`src/common/cvtPkg.sv`:
```
package cvtPkg;

	//////////////////////////////////////////////////
	// Data widths

	typedef logic [63:0]	word_t;		// Operand and result word
	typedef logic [5:0]		lzNum_t;	// Leading-zero position in a word
	typedef logic [10:0]	expo_t;		// Biased exponent
	typedef logic [51:0]	mant_t;		// Stored fraction

	//////////////////////////////////////////////////
	// Opcodes

	// Code 2'd3 is reserved and flagged invalid
	typedef enum logic [1:0] {
		opCvtSigned		= 2'd0,		// Signed int64 to double
		opCvtUnsigned	= 2'd1,		// Unsigned int64 to double
		opCountZeros	= 2'd2		// Plain leading-zero count
	} cvtOp_e;

	//////////////////////////////////////////////////
	// Double format

	localparam expo_t expBias	= 11'd1023;

	// Exponent when the leading one sits at bit 63
	localparam expo_t expTop	= expBias + 11'd63;

endpackage
```
`src/source/intToFloatUnit.sv`:
```
`timescale 1ns/1ps

module intToFloatUnit (
	input	logic				clock,
	input	logic				rstN,
	input	logic				inValid,
	input	cvtPkg::cvtOp_e		inOp,
	input	cvtPkg::word_t		inData,
	output	logic				outValid,
	output	cvtPkg::word_t		outData,
	output	logic				outInexact,
	output	logic				outInvalid
);

	import cvtPkg::*;

	//////////////////////////////////////////////////
	// Decode to execute

	logic		decValid;
	cvtOp_e		decOp;
	logic		decSign;
	word_t		decMag;
	logic		decBadOp;

	//////////////////////////////////////////////////
	// Execute to result

	logic		exeValid;
	cvtOp_e		exeOp;
	logic		exeSign;
	logic		exeBadOp;
	logic		exeZero;
	lzNum_t		exeLz;
	word_t		exeNorm;

	cvtDecode decode0 (
		.clock		(clock),
		.rstN		(rstN),
		.inValid	(inValid),
		.inOp		(inOp),
		.inData		(inData),
		.decValid	(decValid),
		.decOp		(decOp),
		.decSign	(decSign),
		.decMag		(decMag),
		.decBadOp	(decBadOp)
	);

	cvtExecute execute0 (
		.clock		(clock),
		.rstN		(rstN),
		.decValid	(decValid),
		.decOp		(decOp),
		.decSign	(decSign),
		.decMag		(decMag),
		.decBadOp	(decBadOp),
		.exeValid	(exeValid),
		.exeOp		(exeOp),
		.exeSign	(exeSign),
		.exeBadOp	(exeBadOp),
		.exeZero	(exeZero),
		.exeLz		(exeLz),
		.exeNorm	(exeNorm)
	);

	cvtResult result0 (
		.clock		(clock),
		.rstN		(rstN),
		.exeValid	(exeValid),
		.exeOp		(exeOp),
		.exeSign	(exeSign),
		.exeBadOp	(exeBadOp),
		.exeZero	(exeZero),
		.exeLz		(exeLz),
		.exeNorm	(exeNorm),
		.outValid	(outValid),
		.outData	(outData),
		.outInexact	(outInexact),
		.outInvalid	(outInvalid)
	);

endmodule

```
`src/source/cvtResult.sv`:
```
`timescale 1ns/1ps

module cvtResult (
	input	logic				clock,
	input	logic				rstN,
	input	logic				exeValid,
	input	cvtPkg::cvtOp_e		exeOp,
	input	logic				exeSign,
	input	logic				exeBadOp,
	input	logic				exeZero,
	input	cvtPkg::lzNum_t		exeLz,
	input	cvtPkg::word_t		exeNorm,
	output	logic				outValid,
	output	cvtPkg::word_t		outData,
	output	logic				outInexact,
	output	logic				outInvalid
);

	import cvtPkg::*;

	logic			lsb;
	logic			guard;
	logic			sticky;
	logic			roundUp;
	logic [53:0]	sigSum;			// 53-bit significand plus carry
	logic			carry;
	mant_t			mant;
	expo_t			expo;
	word_t			result;
	logic			inexact;

	//////////////////////////////////////////////////
	// Round to nearest even

	assign lsb		= exeNorm[11];
	assign guard	= exeNorm[10];
	assign sticky	= |exeNorm[9:0];

	// Tie goes up only when the kept lsb is odd
	assign roundUp	= guard && (sticky || lsb);
	assign sigSum	= {1'b0, exeNorm[63:11]} + {53'd0, roundUp};
	assign carry	= sigSum[53];

	// A carry leaves sigSum at exactly 2^53 and the fraction all zeros
	assign mant = sigSum[51:0];
	assign expo = expTop - {5'd0, exeLz} + {10'd0, carry};

	//////////////////////////////////////////////////
	// Result select

	always_comb begin
		result	= '0;
		inexact	= 1'b0;
		if (exeBadOp) begin
			result = '0;						// Reserved code
		end else if (exeOp == opCountZeros) begin
			result = exeZero ? 64'd64 : {58'd0, exeLz};
		end else if (exeZero) begin
			result = '0;						// Positive zero
		end else begin
			result	= {exeSign, expo, mant};
			inexact	= guard || sticky;
		end
	end

	//////////////////////////////////////////////////
	// Output register

	always_ff @(posedge clock) begin
		if (!rstN) begin
			outValid	<= 1'b0;
			outInexact	<= 1'b0;
			outInvalid	<= 1'b0;
		end else begin
			outValid	<= exeValid;
			if (exeValid) begin
				outInexact	<= inexact;
				outInvalid	<= exeBadOp;
			end
		end
	end

	always_ff @(posedge clock) begin
		if (exeValid) begin
			outData <= result;
		end
	end

endmodule

```
`src/source/cvtExecute.sv`:
```
`timescale 1ns/1ps

module cvtExecute (
	input	logic				clock,
	input	logic				rstN,
	input	logic				decValid,
	input	cvtPkg::cvtOp_e		decOp,
	input	logic				decSign,
	input	cvtPkg::word_t		decMag,
	input	logic				decBadOp,
	output	logic				exeValid,
	output	cvtPkg::cvtOp_e		exeOp,
	output	logic				exeSign,
	output	logic				exeBadOp,
	output	logic				exeZero,
	output	cvtPkg::lzNum_t		exeLz,
	output	cvtPkg::word_t		exeNorm
);

	import cvtPkg::*;

	lzNum_t		lzNum;
	logic		nonZero;
	word_t		normMag;

	//////////////////////////////////////////////////
	// Leading-zero count

	lzCount64 lzWord (
		.data	(decMag),
		.num	(lzNum),
		.valid	(nonZero)
	);

	// Leading one lands on bit 63
	assign normMag = decMag << lzNum;

	//////////////////////////////////////////////////
	// Stage register

	always_ff @(posedge clock) begin
		if (!rstN) begin
			exeValid <= 1'b0;
		end else begin
			exeValid <= decValid;
		end
	end

	always_ff @(posedge clock) begin
		if (decValid) begin
			exeOp		<= decOp;			// Controls pass through
			exeSign		<= decSign;
			exeBadOp	<= decBadOp;
			exeZero		<= !nonZero;
			exeLz		<= lzNum;
			exeNorm		<= normMag;			// Zero word stays zero
		end
	end

endmodule

```
`src/source/cvtDecode.sv`:
```
`timescale 1ns/1ps

module cvtDecode (
	input	logic				clock,
	input	logic				rstN,
	input	logic				inValid,
	input	cvtPkg::cvtOp_e		inOp,
	input	cvtPkg::word_t		inData,
	output	logic				decValid,
	output	cvtPkg::cvtOp_e		decOp,
	output	logic				decSign,
	output	cvtPkg::word_t		decMag,
	output	logic				decBadOp
);

	import cvtPkg::*;

	logic		badOp;
	logic		sign;
	word_t		mag;

	//////////////////////////////////////////////////
	// Opcode check and sign split

	assign badOp = !(inOp inside {opCvtSigned, opCvtUnsigned, opCountZeros});

	// Only a signed conversion looks at bit 63
	assign sign = (inOp == opCvtSigned) && inData[63];

	// Negating the minimum value wraps back to 2^63, which is the right magnitude
	assign mag = sign ? (~inData + 64'd1) : inData;

	//////////////////////////////////////////////////
	// Stage register

	always_ff @(posedge clock) begin
		if (!rstN) begin
			decValid <= 1'b0;
		end else begin
			decValid <= inValid;
		end
	end

	// Payload only moves with a valid item
	always_ff @(posedge clock) begin
		if (inValid) begin
			decOp		<= inOp;
			decSign		<= sign;
			decMag		<= mag;
			decBadOp	<= badOp;
		end
	end

endmodule

```
`src/lzc/lzCount64.sv`:
```
`timescale 1ns/1ps

module lzCount64 (
	input	cvtPkg::word_t		data,
	output	cvtPkg::lzNum_t		num,
	output	logic				valid		// Low for a zero word
);

	logic [7:0]		byteValid;
	logic [2:0]		byteNum [8];

	//////////////////////////////////////////////////
	// One counter per byte, byte 0 is data[7:0]

	for (genvar i = 0; i < 8; i++) begin : genByte
		lzCount8 lzByte (
			.data	(data[8*i+7 -: 8]),
			.num	(byteNum[i]),
			.valid	(byteValid[i])
		);
	end

	assign valid = |byteValid;

	// Highest nonzero byte wins, its offset forms the upper three bits
	always_comb begin
		if (byteValid[7])
			num = {3'd0, byteNum[7]};
		else if (byteValid[6])
			num = {3'd1, byteNum[6]};
		else if (byteValid[5])
			num = {3'd2, byteNum[5]};
		else if (byteValid[4])
			num = {3'd3, byteNum[4]};
		else if (byteValid[3])
			num = {3'd4, byteNum[3]};
		else if (byteValid[2])
			num = {3'd5, byteNum[2]};
		else if (byteValid[1])
			num = {3'd6, byteNum[1]};
		else if (byteValid[0])
			num = {3'd7, byteNum[0]};
		else
			num = '0;
	end

endmodule

```
`src/lzc/lzCount8.sv`:
```
`timescale 1ns/1ps

module lzCount8 (
	input	logic [7:0]		data,
	output	logic [2:0]		num,		// Zeros above highest set bit
	output	logic			valid		// Byte holds a one
);

	// Priority encode from the top bit down
	always_comb begin
		casez (data)
			8'b1???????:	num = 3'd0;
			8'b01??????:	num = 3'd1;
			8'b001?????:	num = 3'd2;
			8'b0001????:	num = 3'd3;
			8'b00001???:	num = 3'd4;
			8'b000001??:	num = 3'd5;
			8'b0000001?:	num = 3'd6;
			8'b00000001:	num = 3'd7;
			default:		num = 3'd0;		// Zero byte, valid low
		endcase
	end

	assign valid = |data;

endmodule

```
`config.mk`:
```
export PLATFORM = sky130hd
export DESIGN_NAME = intToFloatUnit
export DESIGN_NICKNAME = d
export VERILOG_FILES = /design/src/common/cvtPkg.sv /design/src/source/intToFloatUnit.sv /design/src/source/cvtResult.sv /design/src/source/cvtExecute.sv /design/src/source/cvtDecode.sv /design/src/lzc/lzCount64.sv /design/src/lzc/lzCount8.sv
export SDC_FILE = /design/constraint.sdc
export NUM_CORES = 1
export LEC_CHECK = 0
export ABC_AREA = 1
export BUFFER_PORTS_ARGS = -buffer_cell sky130_fd_sc_hd__buf_2
export CORE_ASPECT_RATIO = 0.9
export CORE_MARGIN = 2
export CORE_UTILIZATION = 66
export CTS_CLUSTER_DIAMETER = 60
export DETAILED_ROUTE_END_ITERATION = 7
export PLACE_DENSITY = 0.86
export SYNTH_ARGS = -nofsm -noshare
export SYNTH_HDL_FRONTEND = slang
export SYNTH_SLANG_ARGS = --single-unit
```
`constraint.sdc`:
```
create_clock -name clock -period 9.8 [get_ports clock]
set_input_delay 2.45 -clock clock [delete_from_list [all_inputs] [get_ports clock]]
set_output_delay 2.45 -clock clock [all_outputs]
set_load 0.005 [all_outputs]
```
==> impl_metrics.toml, run 1 <==
[run]
timing.max_cap.violations = 0

[synth]
syn_inst = 2096
netlist_area_sq_um = 15400
synth_seq_area_share_pct = 41.0
synth_edf_count = 207
yosysWarnings = 0
async_flop_share_pct = 0
syn_nets = 2170
yosysUniqueCellTypes = 51
yosys_register_bits = 212
avgSynthCellArea_sq_um = 7.34
ys.flop_type = "edfxtp_1"

[critical_path]
critPathMostFrequentCell = "nor2_1"
cp.buffers_inverters = 2
cp_slowest_cell = "nor2_1"
crit_chain = "buf_2 > inv_1 > ha_1 > nand4_1 > nor2_1 > nand4_1 > nor2_1 > nand3_1 > nor3_1 > a21oi_1 > nor2_1 > o21ai_0 > a21oi_1 > xnor2_1"
path_delay_family = "simple AND/OR/NAND/NOR gates"
worstReg2RegStart = "decode0.decMag[16]$_DFFE_PP_"
arrival_ns = 5.01
crit_type = "primary input to register"
ff2ff_path_depth = 20
worst-endpoint-required_ns = 10.07
reg2reg_to = "execute0.exeNorm[53]$_DFFE_PP_"
crit_path_start_kind = "primary input"
slowest_delay_ns = 0.32
critPathCaptureType = "register"
regToRegSetupSlack_ns = 5.20
crit_fanout = 4

[cells_and_area]
multi_input_area_sq_um = 7820
nNetsFinal = 2256
drive_gt1_share_pct = 12.7
fin_area_sq_um = 16900
final_cell_mix = "nand3_1, nand2_1, edfxtp_1"
nFillCells = 1824
area_growth_pct = 10.0
final_common_cell = "nand3_1"
seqCellArea_sq_um = 6320
num_antenna_cells = 0

[clock_tree]
clk-insertion-delay-late_ns = 0.53
cts_resized = 0
cts_root_buf = "clkbuf_16"
htree_levels = 1
clockBufferDepth = 3
cts_hold_buf = 0
cts_sinks = 212
cts.clk_slew.worst_paths_ns = 0.06
numCtsBuffers = 24
postCtsSetupRepairBufs = 0
cts_tree = "yes"

[route]
top_layer = "met4"
antenna_left = 0
drt-pass1-iter-count = 6
route.detailed.drc = 0
wire_per_inst_um = 18.7
wl_met2_mm = 21.6
viasPerCell = 6.25
met1_length_mm = 18.4
drtIter0Drc = 2396
vias = 15600
drt-total-wl_mm = 46.6
route.met3.wl_mm = 5.20

[power]
power.density_nw_per_um2 = 170
power.leakage_nw = 7.44
power_mw = 2.88
ir_drop_mv = 0.137

[sta]
fin_skew_ns = 0.0180
fmax_mhz = 211
maxSlewHeadroom_pct = 32.0
rsz0062_at_grt = "no"
fin_hold_ws_ns = 0.427
post-route-period-util_pct = 48.4
slew_violations = 0
setup_viol = 0
timing.setup.tns_ns = 0
max_slew.worst_pin.slew_ns = 1.02
period_minus_slack_ns = 4.74
timing.final.hold_violations = 0

[global_routing]
grt_pass1_wl_mm = 73.6
antenna_found_initial = 0
grt_pass1_vias = 14200
grt_start_max_net_pins = 82
track_usage_pct = 38.2
grt_overflow_total = 0

[min_path]
hp-start = "decode0.decOp[0]$_DFFE_PP_"
hold_depth = 0
hp-class = "register to register"
holdPathEnd = "execute0.exeOp[0]$_DFFE_PP_"

[floorplanning]
num_io_pins = 136
core_area_sq_um = 22700
row_count = 52
die_w_um = 165
die_h_um = 149
die-area_sq_um = 24600
start_util_pct = 67.8

[outcome]
status = "complete, no violations"

[placed_design]
portBuffers = 135
dpl_cell_area_sq_um = 16200
gp_congestion = 0.988
hpwl_mm = 34.0
[Yosys cell counts (all sizes together) (4+ instances only)]
library cell,instances,area [sq um]
nor3b,6,65.1
nand2,452,1720
clkinv,5,18.8
a31oi,8,56.3
a21oi,56,292
dfxtp,5,100
nand3,550,2850
nor4,30,254
buf,56,313
or2,7,43.8
nand4,27,169
xor2,40,350
edfxtp,207,6220
o21ai,58,290
o211ai,4,30.0
inv,218,821
nor3,62,335
ha,5,62.6
nor2,214,848
clkbuf,37,139
xnor2,32,280
o31ai,4,30.0
[power by group]
| part | total, mW | leakage (nW) | internal (mW) | switching [mW] |
|---|---|---|---|---|
| combinational | 0.831 | 4.92 | 0.258 | 0.573 |
| sequential | 1.18 | 2.14 | 1.11 | 0.0709 |
| clock | 0.870 | 0.377 | 0.498 | 0.372 |
| total | 2.88 | 7.44 | 1.86 | 1.02 |
[through the flow]
step / worst slack (ns) / cells / utilization (%)
2_1_floorplan: 5.36 / 2096 / -
3_3_place_gp: 4.86 / 2453 / 71.2
3_5_place_dp: 4.58 / 2453 / 71.2
4_1_cts: 5.12 / 2497 / 74.6
5_1_grt: 4.76 / 2497 / 74.6
6_report: 5.06 / 2497 / 74.6
[state kept, by name (all words and copies together), names as in the netlist]
register            flops
result0.outInexact      1
execute0.exeNorm       64
result0.outInvalid      1
execute0.exeZero        1
decode0.decOp           2
result0.outData        64
execute0.exeValid       1
execute0.exeBadOp       1
decode0.decMag         64
execute0.exeOp          2
execute0.exeSign        1
decode0.decBadOp        1
decode0.decValid        1
decode0.decSign         1
result0.outValid        1
execute0.exeLz          6
[logic make-up (layout without fill, tap and decap cells)]
family | count (synthesis) | count (layout) | share of synthesized area, %
adders and majority gates | 5 | 5 | 0.407
and+or+nand+nor | 1351 | 1351 | 41.0
buffers and inverters | 316 | 420 | 8.39
AOI/OAI and AO/OA | 140 | 140 | 5.07
DFF | 212 | 212 | 41.0
xor gates and xnor gates | 72 | 72 | 4.10
[worst max-delay path by stage]
stage | endpoint | cells past startpoint | start | slack [ns]
after floorplan | decode0.decMag[58]$_DFFE_PP_ | 13 | inData[1] | 5.36
after global placement | decode0.decMag[60]$_DFFE_PP_ | 14 | inData[0] | 4.86
after detailed placement | decode0.decMag[58]$_DFFE_PP_ | 14 | inData[0] | 4.58
after CTS | decode0.decMag[58]$_DFFE_PP_ | 14 | inData[0] | 5.12
after global routing | decode0.decMag[58]$_DFFE_PP_ | 14 | inData[0] | 4.76
final | decode0.decMag[58]$_DFFE_PP_ | 14 | inData[0] | 5.06
[layout make-up]
cell class / count / share of cell area, %
clock buffer: 29 / 3.78
clock inverter: 15 / 0.732
sequential: 212 / 37.3
tap: 297 / 2.20
multi-input combinational: 1568 / 46.2
timing repair buffer: 153 / 4.79
inverter: 223 / 4.96
[routing by layer]
| metal | up-vias | GRT usage (%) |
|---|---|---|
| met4 | 0 | 11.6 |
| met3 | 122 | 7.65 |
| li1 | 7334 | - |
| met1 | 7164 | 52.0 |
| met2 | 982 | 61.9 |
| met5 | - | 0 |
(Power assumes the default switching activity.)
==> run 2: changes to the inputs <==
--- a/config.mk
+++ b/config.mk
@@ -9,10 +9,10 @@
 export BUFFER_PORTS_ARGS = -buffer_cell sky130_fd_sc_hd__buf_2
 export CORE_ASPECT_RATIO = 0.9
 export CORE_MARGIN = 2
-export CORE_UTILIZATION = 66
+export CORE_UTILIZATION = 61
 export CTS_CLUSTER_DIAMETER = 60
 export DETAILED_ROUTE_END_ITERATION = 7
-export PLACE_DENSITY = 0.86
+export PLACE_DENSITY = 0.8
 export SYNTH_ARGS = -nofsm -noshare
 export SYNTH_HDL_FRONTEND = slang
 export SYNTH_SLANG_ARGS = --single-unit
==> constraint.sdc (replaced) <==
create_clock -name clock -period 4.45 [get_ports clock]
set_input_delay 1.1125 -clock clock [delete_from_list [all_inputs] [get_ports clock]]
set_output_delay 1.1125 -clock clock [all_outputs]
set_load 0.005 [all_outputs]
==> run 2 against run 1 <==
Net effect:
- worst hold slack lost 0.0089 ns
- critical endpoint is now result0.outData[54]$_SDFFCE_PP0P_
- first-iteration DRC count fell by 23%
- sequential cell count did not move
- global-route usage down 4.3 points
- largest cell class unchanged
- worst setup slack worse by 4.9 ns
- design area up 1.8%
- sequential power up 120%
==> impl_metrics.toml, run 2 (synthesized netlist as in run 1, its figures left out) <==
[route]
viasPerCell = 5.95
drt-total-wl_mm = 44.9
antenna_left = 0
vias = 15200
drtIter0Drc = 1848
wire_per_inst_um = 17.5
drt-pass1-iter-count = 6
route.detailed.drc = 0

[clock_tree]
numCtsBuffers = 24
cts.clk_slew.worst_paths_ns = 0.06
cts_root_buf = "clkbuf_16"
clockBufferDepth = 3
cts_tree = "yes"
cts_sinks = 212
htree_levels = 1
clk-insertion-delay-late_ns = 0.54

[floorplanning]
die_h_um = 155
row_count = 55
num_io_pins = 136
die-area_sq_um = 26500
die_w_um = 171
core_area_sq_um = 25000
start_util_pct = 61.6

[critical_path]
crit_start = "execute0.exeNorm[1]$_SDFFCE_PP0P_"
crit_fanout = 5
worst-endpoint-required_ns = 4.81
crit_type = "register to register"
critPathCaptureType = "register"
arrival_ns = 4.65
crit_path_start_kind = "register"
worstReg2RegStart = "execute0.exeNorm[1]$_SDFFCE_PP0P_"

[cells_and_area]
nNetsFinal = 2275
final_common_cell = "nand3_1"
reg.largest.list = "decode0.decMag: 64 flops, execute0.exeNorm: 64 flops, result0.outData: 64 flops"
fin_area_sq_um = 17200
area_growth_pct = 12.0
nFillCells = 2165
multi_input_area_sq_um = 7870
num_antenna_cells = 0
seqCellArea_sq_um = 6320
drive_gt1_share_pct = 13.7
final_cell_mix = "nand3_1, nand2_1, edfxtp_1"

[sta]
post-route-period-util_pct = 96.4
fin_skew_ns = 0.0205
period_minus_slack_ns = 4.29
timing.setup.tns_ns = 0
fmax_mhz = 233
maxSlewHeadroom_pct = 35.9
setup_viol = 0
setup_ws_ns = 0.160
max_slew.worst_pin.slew_ns = 0.961
timing.final.hold_violations = 0
slew_violations = 0

[global_routing]
track_usage_pct = 33.9
grt_start_max_net_pins = 76
grt_pass1_wl_mm = 72.0
grt_pass1_vias = 14000
grt_overflow_total = 0
antenna_found_initial = 0

[min_path]
hp-class = "register to register"
hp-start = "decode0.decOp[0]$_DFFE_PP_"

[placed_design]
dpl_cell_area_sq_um = 16400
gp_congestion = 0.993
hpwl_mm = 34.3
portBuffers = 135
pre_cts_ws_ns = 0.331

[run]
timing.max_cap.violations = 0

[power]
power.leakage_nw = 7.55
power.density_nw_per_um2 = 374
ir_drop_mv = 0.266

[outcome]
status = "complete, no violations"
run 2: changes by cell type in the layout (fill, tap and decap cells not counted), moves of 2 or more:
cell,change
clkinvlp_4,+2
ha_1,-3
clkbuf_1,-2
buf_12,+3
ha_2,+2
inv_6,-2
clkinv_4,-2
bufinv_16,+2
clkinv_1,+3
nand3_1,-2
buf_4,+16
run 2: critical path: stages, from the launching register on:
cell	delay, ns
edfxtp_1	0.33
nor4_1	0.06
nand2_1	0.07
nor3_1	0.05
inv_1	0.06
o21ai_0	0.07
inv_1	0.10
ha_4	0.16
nand3_4	0.10
nor4_4	0.36
nand2_2	0.16
nor3_4	0.20
nand3_2	0.14
nor4_4	0.39
nand3_2	0.16
nor2_4	0.17
nand3_2	0.10
nor2_2	0.18
nand4_1	0.29
ha_2	0.33
ha_2	0.19
or2_2	0.31
a21oi_2	0.15
run 2: per-stage QoR:
stage          util (%)  instances  power (mW)  hold slack [ns]
6_report           69.0       2560        6.44            0.418
2_1_floorplan         -       2096        3.90            0.400
5_1_grt            69.0       2560        6.77            0.423
3_5_place_dp       65.5       2511        4.45            0.405
3_3_place_gp       65.5       2511        4.42            0.400
4_1_cts            68.6       2554        6.40            0.418
run 2: per-layer routing:
layer	global-route usage, %	routed length (um)
met1	45.3	18600
met2	57.5	21500
met3	4.22	3270
met4	10.2	1490
met5	0	0
run 2: report_power, final:
part	switching [mW]	internal, mW	total, mW	leakage (nW)
registers	0.152	2.44	2.59	2.14
logic	1.30	0.589	1.89	5.03
clock network	0.799	1.17	1.97	0.379
total	2.25	4.19	6.44	7.55
run 2: final cells by class:
class,instances,share of cell area [%]
tap,342,2.48
timing repair buffer,172,5.75
multi-input combinational,1568,45.7
sequential,212,36.6
inverter,223,4.87
clock inverter,17,1.06
clock buffer,26,3.53
run 2: worst paths after layout:
check	endpoint	slack, ns	cells after the start
max reg2reg	result0.outData[54]$_SDFFCE_PP0P_	0.16	22
min	execute0.exeOp[0]$_DFFE_PP_	0.42	0
max	result0.outData[54]$_SDFFCE_PP0P_	0.16	22
min reg2reg	execute0.exeOp[0]$_DFFE_PP_	0.42	0
run 2: repair_timing:
action                                  CTS  global route
endpoints found under the setup margin    0             1
gates resized for setup                   0            10
hold buffers                              0             0
setup buffers                             0             6
==> run 3: changes to the inputs <==
--- a/config.mk
+++ b/config.mk
@@ -11,7 +11,9 @@
 export CORE_MARGIN = 2
 export CORE_UTILIZATION = 61
 export CTS_CLUSTER_DIAMETER = 60
+export CTS_CLUSTER_SIZE = 30
 export DETAILED_ROUTE_END_ITERATION = 7
+export GPL_TIMING_DRIVEN = 0
 export PLACE_DENSITY = 0.8
 export SYNTH_ARGS = -nofsm -noshare
 export SYNTH_HDL_FRONTEND = slang
==> run 3 against run 2 <==
Net effect:
- the flow now finishes with violations (design-rule violations)
- sequential cell count unchanged
- largest power group unchanged
- highest routed layer is now met5
- sequential power about the same
- global-route usage increased by 8.2 points
==> impl_metrics.toml, run 3 (synthesized netlist as in run 1, its figures left out) <==
[outcome]
status = "complete, but fails checks"
violations = "design-rule violations"

[route]
vias = 16400
wire_per_inst_um = 21.5
antenna_left = 0
viasPerCell = 6.28
route.detailed.drc = 17
drtIter0Drc = 2257
drt-pass1-iter-count = 8
drt-total-wl_mm = 56.0

[min_path]
hp-class = "register to register"
holdPathEnd = "execute0.exeOp[1]$_DFFE_PP_"
hold_depth = 0
hp-start = "decode0.decOp[1]$_DFFE_PP_"

[sta]
fmax_mhz = 233
setup_ws_ns = 0.156
fin_hold_ws_ns = 0.440
slew_violations = 0
setup_viol = 0
fin_skew_ns = 0.0307
max_slew.worst_pin.slew_ns = 1.00
rsz0062_at_grt = "no"
maxSlewHeadroom_pct = 33.2
post-route-period-util_pct = 96.5
timing.setup.tns_ns = 0
timing.final.hold_violations = 0
period_minus_slack_ns = 4.29

[clock_tree]
cts_sinks = 212
clk-insertion-delay-late_ns = 0.52
numCtsBuffers = 16
cts.clk_slew.worst_paths_ns = 0.09
cts_tree = "yes"
htree_levels = 1
cts_root_buf = "clkbuf_16"
clockBufferDepth = 3

[critical_path]
crit_fanout = 5
arrival_ns = 4.66
crit_path_start_kind = "register"
crit_type = "register to register"
ff2ff_path_depth = 22
regToRegSetupSlack_ns = 0.16
critPathCaptureType = "register"
reg2reg_to = "result0.outData[54]$_SDFFCE_PP0P_"
worstReg2RegStart = "execute0.exeNorm[7]$_SDFFCE_PP0P_"
worst-endpoint-required_ns = 4.81

[floorplanning]
die_w_um = 171
num_io_pins = 136
core_area_sq_um = 25000
start_util_pct = 61.6
die-area_sq_um = 26500
row_count = 55
die_h_um = 155

[cells_and_area]
reg.largest.list = "decode0.decMag: 64 flops, execute0.exeNorm: 64 flops, result0.outData: 64 flops"
fin_cells = 2607
nNetsFinal = 2329
final_common_cell = "nand3_1"
drive_gt1_share_pct = 13.3
final_cell_mix = "nand3_1, nand2_1, edfxtp_1"
area_growth_pct = 11.5
num_antenna_cells = 0

[global_routing]
grt_pass1_vias = 15500
antenna_found_initial = 0
grt_pass1_wl_mm = 85.2
grt_start_max_net_pins = 77
grt_overflow_total = 0
track_usage_pct = 42.1

[power]
power.leakage_nw = 7.53
ir_drop_mv = 0.344
power.density_nw_per_um2 = 364
power_mw = 6.24

[placed_design]
gp_congestion = 1.08
placedCellCount = 2574
pre_cts_ws_ns = 0.132
portBuffers = 135
hpwl_mm = 44.1

[run]
timing.max_cap.violations = 0
[run 3: critical path, stage by stage, from the launching register on]
cell	delay, ns
edfxtp_1	0.35
nor4_1	0.06
nand2_1	0.06
nor3_1	0.06
inv_1	0.10
o21ai_0	0.09
inv_1	0.08
ha_1	0.17
nand3_1	0.19
nor4_4	0.25
nand2_2	0.16
nor3_4	0.19
nand3_2	0.15
nor4_4	0.24
nand3_2	0.17
nor2_4	0.17
nand3_2	0.14
nor2_2	0.18
nand4_1	0.33
ha_2	0.33
ha_1	0.21
or2_2	0.30
a21oi_1	0.15
[run 3: stage by stage]
step           cell area [sq um]  util, %
2_1_floorplan              15400        -
3_3_place_gp               16500     66.0
3_5_place_dp               16500     66.1
4_1_cts                    17100     68.6
5_1_grt                    17200     68.7
6_report                   17200     68.7
[run 3: final cells by class]
type / count / area, sq um
Multi-Input combinational cell: 1568 / 7810
Tap cell: 342 / 428
Sequential cell: 212 / 6320
Inverter: 223 / 840
Clock inverter: 11 / 153
Buffer: 93 / 452
Timing Repair Buffer: 141 / 736
Clock buffer: 17 / 425
Fill cell: 2077 / 7820
[run 3: worst max-delay path by stage]
stage / startpoint / to / slack, ns
2_1_floorplan: execute0.exeNorm[3]$_SDFFCE_PP0P_ / result0.outData[54]$_SDFFCE_PP0P_ / 1.15
6_report: execute0.exeNorm[7]$_SDFFCE_PP0P_ / result0.outData[54]$_SDFFCE_PP0P_ / 0.16
3_3_place_gp: execute0.exeNorm[8]$_SDFFCE_PP0P_ / result0.outData[54]$_SDFFCE_PP0P_ / 0.35
4_1_cts: execute0.exeNorm[7]$_SDFFCE_PP0P_ / result0.outData[54]$_SDFFCE_PP0P_ / 0.0009
3_5_place_dp: execute0.exeNorm[7]$_SDFFCE_PP0P_ / result0.outData[54]$_SDFFCE_PP0P_ / 0.13
5_1_grt: execute0.exeNorm[7]$_SDFFCE_PP0P_ / result0.outData[54]$_SDFFCE_PP0P_ / 0.05
[run 3: what timing repair did]
action | CTS | global route
setup buffers | 4 | 1
pin swaps | 5 | 4
hold buffers | 0 | 0
endpoints found under the setup margin | 1 | 10
gates resized for setup | 3 | 1
[run 3: metal layers]
metal  vias to the layer above  GRT usage, %  part of all wire [%]
met5                         -          1.51                 0.091
met4                         2          23.4                   6.9
met3                       239          8.57                    11
met2                      1250          67.7                    45
met1                      7394          52.9                    37
li1                       7485             -                     -
[run 3: power by group]
group | leakage (nW) | switching (mW) | internal, mW
Clock | 0.280 | 0.760 | 0.846
Sequential | 2.14 | 0.163 | 2.43
Combinational | 5.11 | 1.44 | 0.599
Total | 7.53 | 2.36 | 3.88
